File: config.mk
export PLATFORM = sky130hd
export DESIGN_NAME = soc_periph_top
export DESIGN_NICKNAME = d
export VERILOG_FILES = /design/src/rtl/soc_bus_pkg.sv /design/src/rtl/uart_pkg.sv /design/src/rtl/bus_if.sv /design/src/rtl/apb_if.sv /design/src/rtl/addr_router.sv /design/src/rtl/scratch_ram.sv /design/src/rtl/apb_bridge.sv /design/src/rtl/uart_periph.sv /design/src/rtl/soc_periph_top.sv
export SDC_FILE = /design/constraint.sdc
export NUM_CORES = 2
export LEC_CHECK = 0
export BUFFER_PORTS_ARGS = -buffer_cell sky130_fd_sc_hd__buf_4
export CAP_MARGIN = 30
export CELL_PAD_IN_SITES_DETAIL_PLACEMENT = 0
export CELL_PAD_IN_SITES_GLOBAL_PLACEMENT = 2
export CORE_MARGIN = 10
export CORE_UTILIZATION = 49
export CTS_CLUSTER_SIZE = 10
export DETAILED_ROUTE_END_ITERATION = 12
export PLACE_DENSITY_LB_ADDON = 0.1
export SKIP_LAST_GASP = 1
export SYNTH_ARGS = -nofsm -noshare
export SYNTH_HDL_FRONTEND = slang
export SYNTH_SLANG_ARGS = --single-unit
File: constraint.sdc
create_clock -name core_clk -period 4.8 [get_ports core_clk]
set_clock_uncertainty 0.1 [all_clocks]
set_input_delay 0.96 -clock core_clk [delete_from_list [all_inputs] [get_ports core_clk]]
set_output_delay 0.96 -clock core_clk [all_outputs]
set_load 0.05 [all_outputs]
File: src/rtl/soc_bus_pkg.sv
package soc_bus_pkg;

    // Widths of the internal single word bus
    localparam int ADDR_W = 16;
    localparam int DATA_W = 32;

    typedef logic [ADDR_W-1:0] paddr_t;
    typedef logic [DATA_W-1:0] data_t;

    // Scratch RAM region, byte addressed
    localparam paddr_t RAM_START = 16'h0000;
    localparam paddr_t RAM_END   = 16'h00FF;

    // Peripheral region behind the APB bridge
    localparam paddr_t UART_START = 16'h1000;
    localparam paddr_t UART_END   = 16'h100F;

    localparam int RAM_WORDS = 64;
    localparam int RAM_IDX_W = $clog2(RAM_WORDS);

    typedef logic [RAM_IDX_W-1:0] ram_idx_t;

endpackage

File: src/rtl/uart_pkg.sv
package uart_pkg;

    typedef logic [7:0] uart_byte_t;
    typedef logic [3:0] reg_off_t;

    // Register offsets inside the UART region
    localparam reg_off_t REG_TXDATA = 4'h0;
    localparam reg_off_t REG_RXDATA = 4'h4;
    localparam reg_off_t REG_STATUS = 4'h8;

    // STATUS bit positions
    localparam int STAT_TX_BUSY  = 0;
    localparam int STAT_RX_VALID = 1;

    localparam int CLKS_PER_BIT = 8;
    localparam int BAUD_CNT_W   = $clog2(CLKS_PER_BIT);

    typedef logic [BAUD_CNT_W-1:0] baud_cnt_t;
    typedef logic [2:0] bit_idx_t;

    typedef enum logic [1:0] {TX_IDLE, TX_START, TX_DATA, TX_STOP} tx_state_e;
    typedef enum logic [1:0] {RX_IDLE, RX_START, RX_DATA, RX_STOP} rx_state_e;

endpackage

File: src/rtl/bus_if.sv
interface bus_if;
    import soc_bus_pkg::*;

    logic   req_valid;
    logic   write;
    paddr_t addr;
    data_t  wdata;
    logic   rsp_valid;
    data_t  rdata;

    modport initiator (
        output req_valid, write, addr, wdata,
        input  rsp_valid, rdata
    );

    modport target (
        input  req_valid, write, addr, wdata,
        output rsp_valid, rdata
    );

endinterface

File: src/rtl/apb_if.sv
interface apb_if;
    import soc_bus_pkg::*;
    import uart_pkg::*;

    logic     psel;
    logic     penable;
    logic     pwrite;
    reg_off_t paddr;
    data_t    pwdata;
    data_t    prdata;
    logic     pready;

    modport requester (
        output psel, penable, pwrite, paddr, pwdata,
        input  prdata, pready
    );

    modport completer (
        input  psel, penable, pwrite, paddr, pwdata,
        output prdata, pready
    );

endinterface

File: src/rtl/addr_router.sv
module addr_router (
    input  logic                core_clk,
    input  logic                rst_n_i,
    input  logic                req_valid_i,
    input  logic                req_write_i,
    input  soc_bus_pkg::paddr_t req_addr_i,
    input  soc_bus_pkg::data_t  req_wdata_i,
    output logic                rsp_valid_o,
    output logic                rsp_err_o,
    output soc_bus_pkg::data_t  rsp_rdata_o,
    bus_if.initiator            ram_o,
    bus_if.initiator            periph_o
);
    import soc_bus_pkg::*;

    logic hit_ram;
    logic hit_uart;
    logic err_q;

    assign hit_ram  = (req_addr_i >= RAM_START) && (req_addr_i <= RAM_END);
    assign hit_uart = (req_addr_i >= UART_START) && (req_addr_i <= UART_END);

    // Request fans out to both targets, only the selected one sees the strobe
    assign ram_o.req_valid = req_valid_i & hit_ram;
    assign ram_o.write     = req_write_i;
    assign ram_o.addr      = req_addr_i;
    assign ram_o.wdata     = req_wdata_i;

    assign periph_o.req_valid = req_valid_i & hit_uart;
    assign periph_o.write     = req_write_i;
    assign periph_o.addr      = req_addr_i;
    assign periph_o.wdata     = req_wdata_i;

    // Unmapped address answers one cycle later with an error
    always_ff @(posedge core_clk) begin
        if (!rst_n_i) begin
            err_q <= 1'b0;
        end else begin
            err_q <= req_valid_i & ~hit_ram & ~hit_uart;
        end
    end

    assign rsp_valid_o = ram_o.rsp_valid | periph_o.rsp_valid | err_q;
    assign rsp_err_o   = err_q;

    always_comb begin
        if (ram_o.rsp_valid) begin
            rsp_rdata_o = ram_o.rdata;
        end else if (periph_o.rsp_valid) begin
            rsp_rdata_o = periph_o.rdata;
        end else begin
            rsp_rdata_o = '0;
        end
    end

endmodule

File: src/rtl/scratch_ram.sv
module scratch_ram (
    input  logic  core_clk,
    bus_if.target bus_i
);
    import soc_bus_pkg::*;

    data_t    mem [RAM_WORDS];
    ram_idx_t idx;
    logic     rsp_valid_q;
    data_t    rdata_q;

    // Word index, byte offset bits dropped
    assign idx = bus_i.addr[RAM_IDX_W+1:2];

    always_ff @(posedge core_clk) begin
        if (bus_i.req_valid && bus_i.write) begin
            mem[idx] <= bus_i.wdata;
        end
    end

    // Response follows the request by one cycle, writes return zero
    always_ff @(posedge core_clk) begin
        rsp_valid_q <= bus_i.req_valid;
        if (bus_i.req_valid && !bus_i.write) begin
            rdata_q <= mem[idx];
        end else begin
            rdata_q <= '0;
        end
    end

    assign bus_i.rsp_valid = rsp_valid_q;
    assign bus_i.rdata     = rdata_q;

endmodule

File: src/rtl/apb_bridge.sv
module apb_bridge (
    input  logic     core_clk,
    input  logic     rst_n_i,
    bus_if.target    bus_i,
    apb_if.requester apb_o
);
    import soc_bus_pkg::*;
    import uart_pkg::*;

    typedef enum logic [1:0] {BR_IDLE, BR_SETUP, BR_ACCESS} br_state_e;

    br_state_e state_q;
    paddr_t    offset;
    reg_off_t  off_q;
    logic      write_q;
    data_t     wdata_q;
    logic      rsp_valid_q;
    data_t     rdata_q;

    assign offset = bus_i.addr - UART_START;

    always_ff @(posedge core_clk) begin
        if (!rst_n_i) begin
            state_q     <= BR_IDLE;
            rsp_valid_q <= 1'b0;
        end else begin
            rsp_valid_q <= 1'b0;
            case (state_q)
                BR_IDLE: begin
                    if (bus_i.req_valid) begin
                        state_q <= BR_SETUP;
                    end
                end
                BR_SETUP: state_q <= BR_ACCESS;
                BR_ACCESS: begin
                    if (apb_o.pready) begin
                        state_q     <= BR_IDLE;
                        rsp_valid_q <= 1'b1;
                    end
                end
                default: state_q <= BR_IDLE;
            endcase
        end
    end

    // Request fields held for the whole transfer
    always_ff @(posedge core_clk) begin
        if (state_q == BR_IDLE && bus_i.req_valid) begin
            off_q   <= offset[3:0];
            write_q <= bus_i.write;
            wdata_q <= bus_i.wdata;
        end
        if (state_q == BR_ACCESS && apb_o.pready) begin
            rdata_q <= write_q ? '0 : apb_o.prdata;
        end
    end

    assign apb_o.psel    = (state_q == BR_SETUP) || (state_q == BR_ACCESS);
    assign apb_o.penable = (state_q == BR_ACCESS);
    assign apb_o.pwrite  = write_q;
    assign apb_o.paddr   = off_q;
    assign apb_o.pwdata  = wdata_q;

    assign bus_i.rsp_valid = rsp_valid_q;
    assign bus_i.rdata     = rdata_q;

endmodule

File: src/rtl/uart_periph.sv
module uart_periph (
    input  logic     core_clk,
    input  logic     rst_n_i,
    apb_if.completer apb_i,
    input  logic     rxd_i,
    output logic     txd_o
);
    import soc_bus_pkg::*;
    import uart_pkg::*;

    localparam baud_cnt_t BIT_LAST  = baud_cnt_t'(CLKS_PER_BIT - 1);
    localparam baud_cnt_t HALF_LAST = baud_cnt_t'(CLKS_PER_BIT / 2 - 1);

    logic       access;
    logic       tx_write;
    logic       rx_read;
    logic       tx_busy;
    logic       rx_valid_q;

    tx_state_e  tx_state_q;
    baud_cnt_t  tx_cnt_q;
    bit_idx_t   tx_idx_q;
    uart_byte_t tx_shift_q;

    rx_state_e  rx_state_q;
    baud_cnt_t  rx_cnt_q;
    bit_idx_t   rx_idx_q;
    uart_byte_t rx_shift_q;
    uart_byte_t rx_data_q;
    logic       rx_meta_q;
    logic       rx_sync_q;
    logic       rx_done;

    // Register block, acts in the APB access phase
    assign access   = apb_i.psel & apb_i.penable;
    assign tx_write = access & apb_i.pwrite & (apb_i.paddr == REG_TXDATA);
    assign rx_read  = access & ~apb_i.pwrite & (apb_i.paddr == REG_RXDATA);
    assign tx_busy  = (tx_state_q != TX_IDLE);

    assign apb_i.pready = 1'b1;

    always_comb begin
        apb_i.prdata = '0;
        case (apb_i.paddr)
            REG_RXDATA: apb_i.prdata = data_t'(rx_data_q);
            REG_STATUS: begin
                apb_i.prdata[STAT_TX_BUSY]  = tx_busy;
                apb_i.prdata[STAT_RX_VALID] = rx_valid_q;
            end
            default: apb_i.prdata = '0;
        endcase
    end

    // Transmit engine, LSB first
    always_ff @(posedge core_clk) begin
        if (!rst_n_i) begin
            tx_state_q <= TX_IDLE;
            tx_cnt_q   <= '0;
            tx_idx_q   <= '0;
        end else if (tx_state_q == TX_IDLE) begin
            tx_cnt_q <= '0;
            tx_idx_q <= '0;
            if (tx_write) begin
                tx_state_q <= TX_START;
            end
        end else if (tx_cnt_q != BIT_LAST) begin
            tx_cnt_q <= tx_cnt_q + 1'b1;
        end else begin
            tx_cnt_q <= '0;
            case (tx_state_q)
                TX_START: tx_state_q <= TX_DATA;
                TX_DATA: begin
                    tx_idx_q <= tx_idx_q + 1'b1;
                    if (tx_idx_q == 3'd7) begin
                        tx_state_q <= TX_STOP;
                    end
                end
                default: tx_state_q <= TX_IDLE;
            endcase
        end
    end

    always_ff @(posedge core_clk) begin
        if (tx_state_q == TX_IDLE && tx_write) begin
            tx_shift_q <= apb_i.pwdata[7:0];
        end else if (tx_state_q == TX_DATA && tx_cnt_q == BIT_LAST) begin
            tx_shift_q <= {1'b0, tx_shift_q[7:1]};
        end
    end

    always_comb begin
        case (tx_state_q)
            TX_START: txd_o = 1'b0;
            TX_DATA:  txd_o = tx_shift_q[0];
            default:  txd_o = 1'b1;
        endcase
    end

    // Receive engine, counters sample each bit in its middle
    assign rx_done = (rx_state_q == RX_STOP) && (rx_cnt_q == BIT_LAST);

    always_ff @(posedge core_clk) begin
        if (!rst_n_i) begin
            rx_meta_q  <= 1'b1;
            rx_sync_q  <= 1'b1;
            rx_state_q <= RX_IDLE;
            rx_cnt_q   <= '0;
            rx_idx_q   <= '0;
            rx_valid_q <= 1'b0;
        end else begin
            rx_meta_q <= rxd_i;
            rx_sync_q <= rx_meta_q;
            rx_cnt_q  <= rx_cnt_q + 1'b1;
            case (rx_state_q)
                RX_IDLE: begin
                    rx_cnt_q <= '0;
                    rx_idx_q <= '0;
                    if (!rx_sync_q) begin
                        rx_state_q <= RX_START;
                    end
                end
                RX_START: begin
                    if (rx_cnt_q == HALF_LAST) begin
                        rx_cnt_q   <= '0;
                        // Line back high means a glitch, not a start bit
                        rx_state_q <= rx_sync_q ? RX_IDLE : RX_DATA;
                    end
                end
                RX_DATA: begin
                    if (rx_cnt_q == BIT_LAST) begin
                        rx_cnt_q <= '0;
                        rx_idx_q <= rx_idx_q + 1'b1;
                        if (rx_idx_q == 3'd7) begin
                            rx_state_q <= RX_STOP;
                        end
                    end
                end
                default: begin
                    if (rx_done) begin
                        rx_state_q <= RX_IDLE;
                    end
                end
            endcase
            // A new byte wins over a read in the same cycle
            if (rx_done) begin
                rx_valid_q <= 1'b1;
            end else if (rx_read) begin
                rx_valid_q <= 1'b0;
            end
        end
    end

    always_ff @(posedge core_clk) begin
        if (rx_state_q == RX_DATA && rx_cnt_q == BIT_LAST) begin
            rx_shift_q <= {rx_sync_q, rx_shift_q[7:1]};
        end
        if (rx_done) begin
            rx_data_q <= rx_shift_q;
        end
    end

endmodule

File: src/rtl/soc_periph_top.sv
module soc_periph_top (
    input  logic                core_clk,
    input  logic                rst_n_i,
    input  logic                req_valid_i,
    input  logic                req_write_i,
    input  soc_bus_pkg::paddr_t req_addr_i,
    input  soc_bus_pkg::data_t  req_wdata_i,
    output logic                rsp_valid_o,
    output soc_bus_pkg::data_t  rsp_rdata_o,
    output logic                rsp_err_o,
    input  logic                rxd_i,
    output logic                txd_o
);

    bus_if ram_bus ();
    bus_if bridge_bus ();
    apb_if uart_apb ();

    addr_router u_addr_router (
        .core_clk    (core_clk),
        .rst_n_i     (rst_n_i),
        .req_valid_i (req_valid_i),
        .req_write_i (req_write_i),
        .req_addr_i  (req_addr_i),
        .req_wdata_i (req_wdata_i),
        .rsp_valid_o (rsp_valid_o),
        .rsp_err_o   (rsp_err_o),
        .rsp_rdata_o (rsp_rdata_o),
        .ram_o       (ram_bus.initiator),
        .periph_o    (bridge_bus.initiator)
    );

    scratch_ram u_scratch_ram (
        .core_clk (core_clk),
        .bus_i    (ram_bus.target)
    );

    apb_bridge u_apb_bridge (
        .core_clk (core_clk),
        .rst_n_i  (rst_n_i),
        .bus_i    (bridge_bus.target),
        .apb_o    (uart_apb.requester)
    );

    uart_periph u_uart_periph (
        .core_clk (core_clk),
        .rst_n_i  (rst_n_i),
        .apb_i    (uart_apb.completer),
        .rxd_i    (rxd_i),
        .txd_o    (txd_o)
    );

endmodule

Yosys cells after proc, flatten, opt, wreduce, memory -nomap -nowiden:

Memories as Yosys holds them, arrays and structs flattened. A register that Yosys moved wholly into a read port is not among the register bits.
Cells that the tools add are included.

* bitwise logic cells: 17
* reduce and logical (&&, ||, !) cells: 28
* $add $sub $neg: 5
* order comparisons: 4
* mux-type cells: 30
* equality and inequality tests: 23

Operators with widths (number)
* $mux 32: 2
* $mux 2: 11
* $ge 16x1->1 const B: 1
* $ge 16x13->1 const B: 1
* $le 16x13->1 const B: 1
* $le 16x8->1 const B: 1
* $mux 8: 2
* $add 3x1->3 const B: 4
* $eq 3x3->1 const B: 4
* $ne 2x1->1 const B: 6
* $pmux 2 s2: 3
* $and 1x1->1: 9
* $logic_and 1x1->1: 9
* $mux 3: 3
* $pmux 3 s3: 1
* $eq 2x2->1 const B: 4
* $reduce_bool 2->1: 4
* $eq 2x1->1 const B: 3
* $logic_not 2->1: 3
* $not 1->1: 6
* $pmux 2 s3: 1
* $pmux 3 s2: 1
* $mux 1: 5
* $reduce_and 5->1: 1
* other kinds (17): 21

* memories kept: 1
* word-level logic and storage cells: 129
* register bits: 93
* memory bits (writable): 2048

Memories
* u_scratch_ram.mem: words 64, bits a word 32, read ports 1, clocked after Yosys merged registers in 1, wr ports 1, line scratch_ram.sv:7 `data_t mem [RAM_WORDS];`

Longest topological paths before layout:

* depth in word-level cells: 7
* depth in mapped cells: 11
* gate-level depth less buffers: 8

Modules after synthesis:

From an unflattened synthesis, not the netlist that was laid out.

* cells, all modules: 4611
* area, all modules: 84458.5 sq um

By module, submodules not included
* scratch_ram: area an instance 78654.2 sq um, times used 1, sequential area each 62159.6 sq um, cells each 4149
* apb_bridge: area an instance 2479.9 sq um, times used 1, sequential area each 2132.0 sq um, cells each 125
* uart_periph: area an instance 2148.3 sq um, times used 1, sequential area each 1101.1 sq um, cells each 185
* addr_router: area an instance 1176.1 sq um, times used 1, sequential area each 20.0 sq um, cells each 152

Worst setup path after synthesis:

Ideal clock, no wire load.

* path kind: input port to flip-flop
* start point: in req_addr_i[9]
* end point: mem u_scratch_ram.mem[60][0] in the netlist's numbering, enable pin
* buffers on the path: 0
* slack: 0.570 ns
* stages: 6
* data arrival time: 3.709 ns
* cell sequence: or4_1 > nor4_2 > and3b_1 > and3_1 > nand2_1 > nor2_1

* cells in the longest elaborated chain, start to end: 6
* elaborated cells between the ends (all ways): 7
* classes of those cells: order compare (2); mux (2); bitwise (1); reduce/logical (2)

Ends and longest elaborated chain
* from (decl): line soc_periph_top.sv:6 `input soc_bus_pkg::paddr_t req_addr_i,`
* $ge 16x1->1 or $le 16x8->1 (tied branches): line addr_router.sv:20 `assign hit_ram = (req_addr_i >= RAM_START) && (req_addr_i <= RAM_END);`
* $logic_and 1x1->1 *: line addr_router.sv:20
* $and 1x1->1 *: line addr_router.sv:24 `assign ram_o.req_valid = req_valid_i & hit_ram;`
* via ram_bus.req_valid: line bus_if.sv:4 `logic req_valid;`
* $logic_and 1x1->1 *: line scratch_ram.sv:16 `if (bus_i.req_valid && bus_i.write) begin`
* $mux 1 *: line scratch_ram.sv:16
* $mux 1 (not written as such) *: line scratch_ram.sv:17 `mem[idx] <= bus_i.wdata;`
* to (decl): line scratch_ram.sv:7

The timed path passes the listed nets; every way through them passes the cells marked *.

Final worst setup path:

* start point: in req_addr_i[3]
* end point: reg u_scratch_ram.rdata_q[5] (netlist: u_scratch_ram.bus_i.rdata[5]) (read register of u_scratch_ram.mem)

* cells in the longest elaborated chain, start to end: 5
* elaborated cells between the ends (all ways): 6
* classes of those cells: order compare (2); bitwise (1); reduce/logical (3)

Ends and longest elaborated chain
* $ge 16x1->1 or $le 16x8->1 (tied branches): line addr_router.sv:20
* $logic_and 1x1->1: line addr_router.sv:20
* $and 1x1->1: line addr_router.sv:24
* $logic_and 1x1->1: line scratch_ram.sv:24 `if (bus_i.req_valid && !bus_i.write) begin`
* $logic_not 1->1 (no line)
* to (decl): line scratch_ram.sv:10 `data_t rdata_q;`

Several ways; a longest one is shown, not always the timed one.
A chain may end at the register's enable or synchronous reset.

==> results.py <==
metrics = {
    "synth": {
        "ys_seq_area_share_pct": 77.5,
        "synth_area_leader_cell": "edfxtp_1",
        "synth_warnings": 0,
        "syn-num-nets": 4444,
        "ys.flop_type": "edfxtp_1",
        "synthDistinctLibCells": 71,
        "ys_ff_latch": 2149,
        "syn_area_per_cell_sq_um": 18.9,
        "yosys-top-cells-area": "edfxtp_1 (76%), mux4_2 (4.2%), mux2i_1 (3.3%)",
        "synth_edf_count": 2093,
        "syn_inst": 4378,
        "async_reset_ff_share_pct": 0,
        "netlist.area_leader.share_pct": 76.1,
        "syn_area_sq_um": 82500,
    },
    "timing": {
        "hold_viol": 0,
        "rsz0062_at_grt": "false",
        "slew_viol_final": 0,
        "slew_headroom_pct": 26.1,
        "holdWs_ns": 0.194,
        "setup_viol": 0,
        "max_freq_mhz": 283,
        "min_period_over_period_pct": 73.7,
        "fin_tns_setup_ns": 0,
        "fin_ws_ns": 1.26,
        "worst_slew_pin_slew_ns": 1.11,
        "fin_crit_ns": 3.54,
    },
    "placement": {
        "dp_cells": 6683,
        "dp_hpwl_um": 155000,
        "place_ws_ns": 0.460,
        "port_buffers": 87,
        "place_congestion": 0.824,
    },
    "layout": {
        "final-instance-count-excl-fill": 7077,
        "area_delta_synth_final_pct": 14.7,
        "final_common_cell": "edfxtp_1",
        "drive_above_1_share_pct": 21.8,
        "ff_latch_area_sq_um": 64000,
        "multi_input_area_sq_um": 17500,
        "nFillCells": 12751,
        "final_cell_mix": "edfxtp_1 (2093), buf_4 (334), mux2i_1 (270), clkbuf_16 (236), a221oi_1 (206)",
        "fin_nets": 4784,
    },
    "routing": {
        "drt_pre_antenna_iters": 5,
        "drc": 0,
        "drt_iter0_drc": 5433,
        "top_layer": "met4",
        "routed_wl_um": 253000,
        "vias_per_cell": 6.47,
        "met3_length_um": 22600,
        "wl_met1_um": 108000,
        "avgRoutedWirePerCell_um": 35.8,
        "postRouteAntennaNets": 0,
        "wl_met2_um": 117000,
        "via_count": 45756,
    },
    "setup_path": {
        "cpMostUsedCell": "buf_12",
        "rr_worst_depth": 5,
        "path_class": "in2reg",
        "crit_start": "req_addr_i[3]",
        "crit_chain": "buf_8, buf_12, buf_12, mux2_2, a221oi_1, a31oi_1, o21a_1, a21oi_1, a41oi_1",
        "critPathSlowestCell": "a21oi_1",
        "worstPathMaxFanout": 42,
        "start_kind": "input port",
        "critPathBufInv": 3,
        "crit_family": "compound AO/OA/AOI/OAI gates",
        "rr_startpoint": "u_scratch_ram.mem[30][13]",
        "rrSetupSlack_ns": 2.01,
        "r2r-end": "u_scratch_ram.bus_i.rdata[13]",
        "crit_required_ns": 5.28,
        "crit_path_end_kind": "register",
        "max_stage_delay_ns": 0.55,
        "arrival_ns": 4.01,
    },
    "die": {
        "die_w_um": 430,
        "rows": 150,
        "fp.dieArea_sq_um": 185000,
        "core_region_area_sq_um": 167000,
        "io_pins": 88,
        "initial_core_util_pct": 49.4,
        "die_y_um": 430,
    },
    "worst_hold_path": {
        "holdPathStages": 2,
        "hold_path_end": "u_uart_periph.rx_meta_q",
        "hold_path.class": "in2reg",
        "hold_path.startpoint": "rxd_i",
    },
    "grt": {
        "antenna_found_initial": 11,
        "track_usage_pct": 26.9,
        "grt-ovfl-total": 0,
        "grt_pass1_vias": 44720,
        "grt_pass1_wl_um": 356000,
        "grt_max_degree": 66,
    },
    "cts": {
        "cts_tree": "built",
        "numCtsBuffers": 235,
        "clockRootBuffer": "clkbuf_16",
        "h-tree-depth": 4,
        "hold_buffers": 0,
        "clkLatencyLatePin_ns": 0.87,
        "clkTransAtPathRegs_ns": 0.06,
        "clock_path_buffers": 3,
        "clock_sinks": 2149,
        "ctsResizeCount": 0,
        "post_cts_buffers": 0,
    },
    "power": {
        "leakagePower_uw": 0.0305,
        "irDropWorstVdd_v": 0.000375,
        "power.density_nw_per_um2": 409,
    },
    "job": {
        "cap_violations": 0,
    },
    "status": {
        "status": "complete, no violations",
    },
}
[layer usage]
metal | GRT usage [%] | vias to the layer above
li1 | - | 18782
met1 | 39.4 | 24455
met2 | 41.4 | 2210
met3 | 5.61 | 309
met4 | 6.64 | 0
met5 | 0 | -
[power by group]
| part | internal, uW | switching [uW] | leakage, uW |
|---|---|---|---|
| Combinational | 621 | 1440 | 0.00802 |
| Sequential | 20600 | 2.98 | 0.0193 |
| Clock | 9070 | 7030 | 0.00318 |
| Total | 30300 | 8470 | 0.0305 |
[registers in the layout (all words and copies together) (netlist names)]
register / count
u_scratch_ram.mem: 2048
u_scratch_ram.bus_i.rdata: 32
u_apb_bridge.apb_o.pwdata: 8
u_apb_bridge.bus_i.rdata: 8
u_uart_periph.rx_data_q: 8
u_uart_periph.rx_shift_q: 8
u_uart_periph.tx_shift_q: 8
u_apb_bridge.apb_o.paddr: 4
u_uart_periph.rx_cnt_q: 3
u_uart_periph.rx_idx_q: 3
u_uart_periph.tx_cnt_q: 3
u_uart_periph.tx_idx_q: 3
u_apb_bridge.state_q: 2
u_uart_periph.rx_state_q: 2
u_uart_periph.tx_state_q: 2
u_addr_router.rsp_err_o: 1
u_apb_bridge.apb_o.pwrite: 1
u_apb_bridge.bus_i.rsp_valid: 1
u_scratch_ram.bus_i.rsp_valid: 1
u_uart_periph.rx_meta_q: 1
u_uart_periph.rx_sync_q: 1
u_uart_periph.rx_valid_q: 1
[through the flow]
step	power (uW)	utilization, %	cell area [sq um]
2_1_floorplan	21900	-	82500
3_3_place_gp	23000	52.6	88000
3_5_place_dp	23000	52.6	88000
4_1_cts	39000	56.6	94600
5_1_grt	39800	56.6	94700
6_report	38700	56.6	94700
[worst max path at each step]
stage                     cells past startpoint                      endpoint  slack (ns)
after floorplan                               6      u_scratch_ram.mem[60][0]        0.57
after global placement                        8     u_scratch_ram.mem[47][22]        0.45
after detailed placement                      8     u_scratch_ram.mem[47][22]        0.46
after CTS                                     3                rsp_rdata_o[7]        0.97
after global routing                          8     u_scratch_ram.mem[47][11]        1.16
final                                         9  u_scratch_ram.bus_i.rdata[5]        1.26
[worst register-to-register path, cell delays in order, from the launching register on]
cell,delay (ns)
edfxtp_1,0.37
mux4_2,0.47
mux2i_1,0.26
o22ai_1,0.25
a2111oi_1,0.99
a31oi_1,0.20
[layout make-up]
| cell class | instances | area share [%] |
|---|---|---|
| Tap cell | 2204 | 2.91 |
| Antenna cell | 7 | 0.0185 |
| Clock buffer | 371 | 6.80 |
| Clock inverter | 14 | 0.214 |
| Timing Repair Buffer | 397 | 3.96 |
| Sequential cell | 2149 | 67.6 |
| Inverter | 9 | 0.0489 |
| Multi-Input combinational cell | 1926 | 18.5 |
[Yosys cell counts, types with 43 or more instances]
cell	instances
a221o_1	51
mux2_2	159
buf_4	45
nand2_1	98
a221oi_1	206
mux4_2	155
edfxtp_1	2093
buf_2	127
dfxtp_1	56
a22o_1	43
a21oi_1	119
o21ai_0	79
o22ai_1	59
a22oi_1	194
clkbuf_1	78
nor2_1	167
mux2i_1	270
[kinds of logic (layout without fill, tap and decap cells)]
kind of cell | after synthesis | in the layout | synth area share, %
compound gates | 884 | 884 | 7.98
xor+xnor | 1 | 1 | 0.0106
fa+ha+maj | 13 | 13 | 0.197
buf+inv | 303 | 791 | 2.00
flops | 2149 | 2149 | 77.5
mux | 599 | 599 | 9.88
other cells | 0 | 7 | 0
simple gates | 429 | 429 | 2.43
Note: power is estimated with default switching activity, not from simulation.
